**src/mul_pkg.sv**
```systemverilog
`default_nettype none

package mul_pkg;

    // operand and product widths
    typedef logic [31:0] op_t;
    typedef logic [63:0] prod_t;

    // carry is already shifted to its weight
    typedef struct packed {
        prod_t sum;
        prod_t carry;
    } csa_pair_t;

    typedef struct packed {
        op_t  a;
        op_t  b;
        logic valid;
    } op_pair_t;

    // latch, compressor, three reduction stages, final adder
    localparam int MUL_LATENCY = 6;

    // one row of full adders, bit by bit
    function automatic csa_pair_t csa_row(
        input prod_t x,
        input prod_t y,
        input prod_t z
    );
        csa_pair_t r;
        r.sum   = x ^ y ^ z;
        r.carry = ((x & y) | (y & z) | (x & z)) << 1;
        return r;
    endfunction

endpackage

`default_nettype wire

```
**src/mul_operand_latch.sv**
```systemverilog
`timescale 1ns/1ps
`default_nettype none

module mul_operand_latch (
    input  logic              clk,
    input  logic              rst,
    input  logic              start,
    input  mul_pkg::op_t      a,
    input  mul_pkg::op_t      b,
    output mul_pkg::op_pair_t op
);

    mul_pkg::op_t a_q;
    mul_pkg::op_t b_q;
    logic         valid_q;

    // one bit per operation in flight
    always_ff @(posedge clk or posedge rst) begin
        if (rst) begin
            valid_q <= 1'b0;
        end else begin
            valid_q <= start;
        end
    end

    // operands only move on start
    always_ff @(posedge clk) begin
        if (start) begin
            a_q <= a;
            b_q <= b;
        end
    end

    assign op = '{a: a_q, b: b_q, valid: valid_q};

endmodule

`default_nettype wire

```
**src/pp_compress.sv**
```systemverilog
`timescale 1ns/1ps
`default_nettype none

module pp_compress (
    input  logic                    clk,
    input  logic                    rst,
    input  mul_pkg::op_pair_t       op,
    output mul_pkg::csa_pair_t [15:0] pairs,
    output logic                    pairs_valid
);

    localparam int N_PP    = $bits(mul_pkg::op_t);
    localparam int N_PAIRS = N_PP / 2;

    mul_pkg::prod_t [N_PP-1:0]       pp;
    mul_pkg::csa_pair_t [N_PAIRS-1:0] pairs_d;

    always_comb begin
        // one shifted copy of a per set bit of b
        for (int i = 0; i < N_PP; i++) begin
            if (op.b[i]) begin
                pp[i] = mul_pkg::prod_t'(op.a) << i;
            end else begin
                pp[i] = '0;
            end
        end

        // neighbouring rows through a 3:2 layer with the third input tied low
        for (int k = 0; k < N_PAIRS; k++) begin
            pairs_d[k] = mul_pkg::csa_row(pp[2*k], pp[2*k+1], '0);
        end
    end

    always_ff @(posedge clk or posedge rst) begin
        if (rst) begin
            pairs_valid <= 1'b0;
        end else begin
            pairs_valid <= op.valid;
        end
    end

    // hold when no operation arrives
    always_ff @(posedge clk) begin
        if (op.valid) begin
            pairs <= pairs_d;
        end
    end

endmodule

`default_nettype wire

```
**src/csa_reduce_stage.sv**
```systemverilog
`timescale 1ns/1ps
`default_nettype none

module csa_reduce_stage #(
    parameter int N_PAIRS = 16
) (
    input  logic                                clk,
    input  logic                                rst,
    input  mul_pkg::csa_pair_t [N_PAIRS-1:0]    in_pairs,
    input  logic                                in_valid,
    output mul_pkg::csa_pair_t [N_PAIRS/2-1:0]  out_pairs,
    output logic                                out_valid
);

    localparam int N_OUT = N_PAIRS / 2;

    mul_pkg::csa_pair_t [N_OUT-1:0] first_row;
    mul_pkg::csa_pair_t [N_OUT-1:0] out_d;

    // 4:2 compressor per output pair, made of two chained 3:2 rows
    always_comb begin
        for (int k = 0; k < N_OUT; k++) begin
            first_row[k] = mul_pkg::csa_row(
                in_pairs[2*k].sum,
                in_pairs[2*k+1].sum,
                in_pairs[2*k].carry
            );
            out_d[k] = mul_pkg::csa_row(
                first_row[k].sum,
                first_row[k].carry,
                in_pairs[2*k+1].carry
            );
        end
    end

    always_ff @(posedge clk or posedge rst) begin
        if (rst) begin
            out_valid <= 1'b0;
        end else begin
            out_valid <= in_valid;
        end
    end

    always_ff @(posedge clk) begin
        if (in_valid) begin
            out_pairs <= out_d;
        end
    end

endmodule

`default_nettype wire

```
**src/final_adder.sv**
```systemverilog
`timescale 1ns/1ps
`default_nettype none

module final_adder (
    input  logic                      clk,
    input  logic                      rst,
    input  mul_pkg::csa_pair_t [1:0]  in_pairs,
    input  logic                      in_valid,
    output mul_pkg::prod_t            product,
    output logic                      done
);

    mul_pkg::prod_t sum_d;

    // carry-propagate sum of the last four vectors wrapping at 64 bits
    assign sum_d = in_pairs[0].sum + in_pairs[0].carry
                 + in_pairs[1].sum + in_pairs[1].carry;

    always_ff @(posedge clk or posedge rst) begin
        if (rst) begin
            product <= '0;
            done    <= 1'b0;
        end else begin
            done <= in_valid;
            // product holds between pulses
            if (in_valid) begin
                product <= sum_d;
            end
        end
    end

endmodule

`default_nettype wire

```
**src/wallace_mul_top.sv**
```systemverilog
`timescale 1ns/1ps
`default_nettype none

module wallace_mul_top (
    input  logic           clk,
    input  logic           rst,
    input  logic           start,
    input  mul_pkg::op_t   a,
    input  mul_pkg::op_t   b,
    output mul_pkg::prod_t product,
    output logic           done
);

    // pair count after each layer
    localparam int PAIRS_0 = 16;
    localparam int PAIRS_1 = PAIRS_0 / 2;
    localparam int PAIRS_2 = PAIRS_1 / 2;
    localparam int PAIRS_3 = PAIRS_2 / 2;

    mul_pkg::op_pair_t                op;
    mul_pkg::csa_pair_t [PAIRS_0-1:0] pairs_0;
    mul_pkg::csa_pair_t [PAIRS_1-1:0] pairs_1;
    mul_pkg::csa_pair_t [PAIRS_2-1:0] pairs_2;
    mul_pkg::csa_pair_t [PAIRS_3-1:0] pairs_3;
    logic                             valid_0;
    logic                             valid_1;
    logic                             valid_2;
    logic                             valid_3;

    mul_operand_latch i_mul_operand_latch (
        .clk   (clk),
        .rst   (rst),
        .start (start),
        .a     (a),
        .b     (b),
        .op    (op)
    );

    pp_compress i_pp_compress (
        .clk         (clk),
        .rst         (rst),
        .op          (op),
        .pairs       (pairs_0),
        .pairs_valid (valid_0)
    );

    csa_reduce_stage #(.N_PAIRS(PAIRS_0)) i_reduce_16 (
        .clk       (clk),
        .rst       (rst),
        .in_pairs  (pairs_0),
        .in_valid  (valid_0),
        .out_pairs (pairs_1),
        .out_valid (valid_1)
    );

    csa_reduce_stage #(.N_PAIRS(PAIRS_1)) i_reduce_8 (
        .clk       (clk),
        .rst       (rst),
        .in_pairs  (pairs_1),
        .in_valid  (valid_1),
        .out_pairs (pairs_2),
        .out_valid (valid_2)
    );

    csa_reduce_stage #(.N_PAIRS(PAIRS_2)) i_reduce_4 (
        .clk       (clk),
        .rst       (rst),
        .in_pairs  (pairs_2),
        .in_valid  (valid_2),
        .out_pairs (pairs_3),
        .out_valid (valid_3)
    );

    final_adder i_final_adder (
        .clk      (clk),
        .rst      (rst),
        .in_pairs (pairs_3),
        .in_valid (valid_3),
        .product  (product),
        .done     (done)
    );

endmodule

`default_nettype wire

```
**config.mk**
```make
export PLATFORM = sky130hd
export DESIGN_NAME = wallace_mul_top
export DESIGN_NICKNAME = d
export VERILOG_FILES = /design/src/mul_pkg.sv /design/src/mul_operand_latch.sv /design/src/pp_compress.sv /design/src/csa_reduce_stage.sv /design/src/final_adder.sv /design/src/wallace_mul_top.sv
export SDC_FILE = /design/constraint.sdc
export NUM_CORES = 2
export LEC_CHECK = 0
export BUFFER_PORTS_ARGS = -buffer_cell sky130_fd_sc_hd__buf_2
export CAP_MARGIN = 15
export CORE_AREA = 3 3 342 682
export DETAILED_ROUTE_END_ITERATION = 10
export DIE_AREA = 0 0 345 685
export PLACE_DENSITY_LB_ADDON = 0.12
export SYNTH_ARGS = -nofsm -noshare
export SYNTH_HDL_FRONTEND = slang
export SYNTH_SLANG_ARGS = --single-unit
```
**constraint.sdc**
```tcl
create_clock -name clk -period 26.6 [get_ports clk]
set_input_delay 1.33 -clock clk [delete_from_list [all_inputs] [get_ports clk]]
set_output_delay 1.33 -clock clk [all_outputs]
set_load 0.03 [all_outputs]
```
==> key figures <==
Status
  – Status: completed

Final layout
  – Final Util: 0.496
  – Nets: roughly 7,600
  – Register area: between 0.06 and 0.07 mm²
  – Area Growth Syn to Fin: 10.3%
  – # fillers: just under 20,000
  – Multi-input gate area: approximately 0.036 mm²
  – Share of layout cells above drive strength 1: 0.0927

Setup path
  – Worst setup EP type: register
  – Worst-path maximum fanout: between 150 and 200
  – Critical path type: reg2reg
  – Required @ worst endpoint: about 27 ns
  – WP data arrival: between 6 and 7 ns
  – Critical Path Start Type: register

Detailed routing
  – DR pass1 iterations: 5
  – Routed WL: approximately 240,000 µm
  – Via density: between 5 and 6
  – Residual DRC: 0
  – Drt wl/cell: about 27 µm
  – Vias post-DR: about 47,000
  – DRT iter0 DRCs: 2,835
  – Antenna Nets Post-Route: 0

Timing
  – Actual slew at the worst max-slew pin: approximately 1.1 ns
  – Hold slack: 0.407 ns
  – Count of pins over their slew limit: 0
  – Unrepaired setup endpoints after global routing: false
  – Final period utilization: 0.211
  – TNS Setup: 0 ns
  – Final min period: around 5.6 ns
  – Setup violators final: 0
  – Rel. slew slack: 0.270
  – Fmax: approximately 180 MHz
  – Final hold vios: 0
  – Clock Skew: roughly 0.06 ns

Clocking
  – CTS Buffer Depth: 4
  – CTS Buf Count: roughly 200
  – Worst skew pair latency: around 0.87 ns
  – Worst-path clk slew: approximately 0.070 ns
  – PostCTS Resize Cnt: 0
  – Clock sinks: between 2,000 and 2,500
  – CTS Root Buffer Type: clkbuf_16
  – Postcts setup bufs: 0
  – Cts hold-fix bufs: 0
  – CTS tree: done
  – H-tree levels: 4

Placement
  – Final HPWL DP: approximately 170,000 µm
  – GP Congestion: 0.829
  – Port bufs: ~130

Yosys
  – Post-synth EDFFs: around 2,100
  – Synth async-reset ratio: 0.0323
  – Netlist cell types: 62
  – Synth Instances: about 5,800
  – Net Count, Synth: roughly 7,400
  – Yosys reg bits: around 2,200
  – Primary FF master, synth: edfxtp_1
  – Mapped cell area: just over 0.1 mm²
  – Sequential area share after synthesis: 0.630
  – Syn_area_per_cell: 17.8 µm²
  – Ys Warns: 0

Job
  – Max-cap violation count: 0

Min path
  – Hold crit path type: reg2reg

GRT
  – Total gr overflow: 0
  – Largest net degree at the start of global routing: around 170
  – All-Layer GR Usage: 0.211
  – First-pass GRT wire length: around 360,000 µm
  – Initial antenna violation count: 27
  – Vias in the first global route: ~54,000

Power
  – P_leak: approximately 44 nW
  – Final Power: 0.0131 W
  – Pwr/cell area: roughly 120 mW/mm²
  – Maximum VDD drop: 0.160 mV

Floorplan
  – DIE AREA: 0.236 mm²
  – Die height: just under 700 µm
  – Die X: around 350 µm
  – Cell row count: around 250
  – Area of the core: 0.228 mm²
  – I/O pin cnt: 132
  – Initial Util: 0.450
registers in the layout, summed over array words and instances, names as in the netlist:
| name | count |
|---|---|
| i_reduce_16.out_pairs | 536 |
| i_reduce_8.out_valid | 1 |
| i_reduce_16.out_valid | 1 |
| i_reduce_4.out_pairs | 177 |
| i_final_adder.done | 1 |
| i_mul_operand_latch.a_q | 32 |
| i_reduce_8.out_pairs | 296 |
| i_pp_compress.pairs_valid | 1 |
| i_reduce_4.out_valid | 1 |
| i_final_adder.product | 64 |
| i_mul_operand_latch.b_q | 32 |
| i_pp_compress.pairs | 1024 |
| i_mul_operand_latch.valid_q | 1 |
cell usage after synthesis, types with 5 or more instances:
| cell type | instances | area [µm²] |
|---|---|---|
| fa_1 | 904 | 18100 |
| o21bai_1 | 11 | 82.6 |
| nor3_1 | 12 | 60.1 |
| xnor2_1 | 34 | 298 |
| ha_1 | 672 | 8410 |
| nand3_1 | 9 | 45.0 |
| and2_1 | 1027 | 6420 |
| edfxtp_1 | 2097 | 63000 |
| nor2_1 | 36 | 135 |
| a21o_1 | 44 | 330 |
| mux2_2 | 53 | 597 |
| and3_1 | 5 | 31.3 |
| a31oi_1 | 12 | 75.1 |
| nand2b_1 | 9 | 56.3 |
| xor2_1 | 16 | 140 |
| clkbuf_1 | 218 | 818 |
| nor2b_1 | 5 | 31.3 |
| a21oi_1 | 56 | 280 |
| o21ai_0 | 26 | 130 |
| dfrtp_1 | 70 | 1750 |
| inv_1 | 326 | 1220 |
| nand2_1 | 53 | 199 |
| o21a_1 | 6 | 45.0 |
| nand4_1 | 12 | 75.1 |
worst paths after layout:
kind / end / from / slack, ns / cells past startpoint
worst max-delay path: i_pp_compress.pairs[402] / i_mul_operand_latch.valid_q / 20.99 / 5
worst min-delay path: i_reduce_8.out_pairs[103] / i_reduce_16.out_pairs[167] / 0.41 / 0
worst max register to register: i_pp_compress.pairs[402] / i_mul_operand_latch.valid_q / 20.99 / 5
worst min register to register: i_reduce_8.out_pairs[103] / i_reduce_16.out_pairs[167] / 0.41 / 0
max in group asynchronous: i_reduce_8.out_valid / rst / 24.98 / 3
min in group asynchronous: i_final_adder.done / rst / 0.58 / 2
report_power, final:
group / switching, W / internal [W] / total (W)
Clock: 0.00127 / 0.00154 / 0.00281
Combinational: 0.00312 / 0.00200 / 0.00512
Sequential: 0.000421 / 0.00480 / 0.00522
Total: 0.00480 / 0.00834 / 0.0131
per-stage QoR:
step                cell area [µm²]  setup slack (ns)  std cells
floorplan                    103000              3.17       5770
global placement             107000             21.11       8773
detailed placement           107000             20.99       8773
CTS                          113000             20.98       9127
global route                 113000             20.64       9141
finish                       113000             20.99       9148
routing by layer:
metal,routed length [µm],GRT usage,up-vias
met5,0,0,-
met4,13300,0.105,0
met3,6510,0.0198,384
met2,145000,0.429,846
met1,77400,0.208,25400
li1,-,-,20600
worst max-delay path, cell delays in order (launching register included):
cell and delay (ns):
dfrtp_4 0.71, buf_4 0.74, buf_4 0.84, buf_4 0.93, buf_12 0.65, buf_4 0.90
final cells by class:
class	count	share of cell area
Inverter	326	0.0108
Tap cell	3000	0.0331
Antenna cell	21	0.000464
Timing Repair Buffer	225	0.0124
Clock inverter	98	0.00663
Sequential cell	2167	0.571
Clock buffer	256	0.0478
Multi-Input combinational cell	3055	0.318
logic make-up after synthesis:
logic type,synth area share
AOI/OAI and AO/OA,0.0126
buffers and inverters,0.0200
muxes,0.00590
DFF,0.630
xor gates and xnor gates,0.00426
adders and majority gates,0.258
and+or+nand+nor,0.0697
cells in the final DEF (no fill, tap or decap), types with 4 or more instances in the layout:
cell type	instances
o21a_1	6
xor2_1	16
o21bai_1	11
xnor2_1	34
buf_4	92
nor2b_1	5
edfxtp_1	2097
clkbuf_16	204
ha_1	672
clkinvlp_4	5
nand2b_1	9
and3_1	5
a31oi_1	12
clkinv_1	39
dfrtp_4	5
inv_1	325
clkinv_2	39
bufinv_16	11
nand4_1	12
dfrtp_1	65
mux2_2	53
clkbuf_8	12
clkbuf_1	40
a21oi_1	56
nor2_1	36
a211oi_1	4
fa_1	904
diode_2	21
nand3_1	9
buf_2	130
nand2_1	53
o21ai_0	26
and2_1	1027
nor3_1	12
a21o_1	44
No activity file was read; power rests on OpenSTA's default activity.
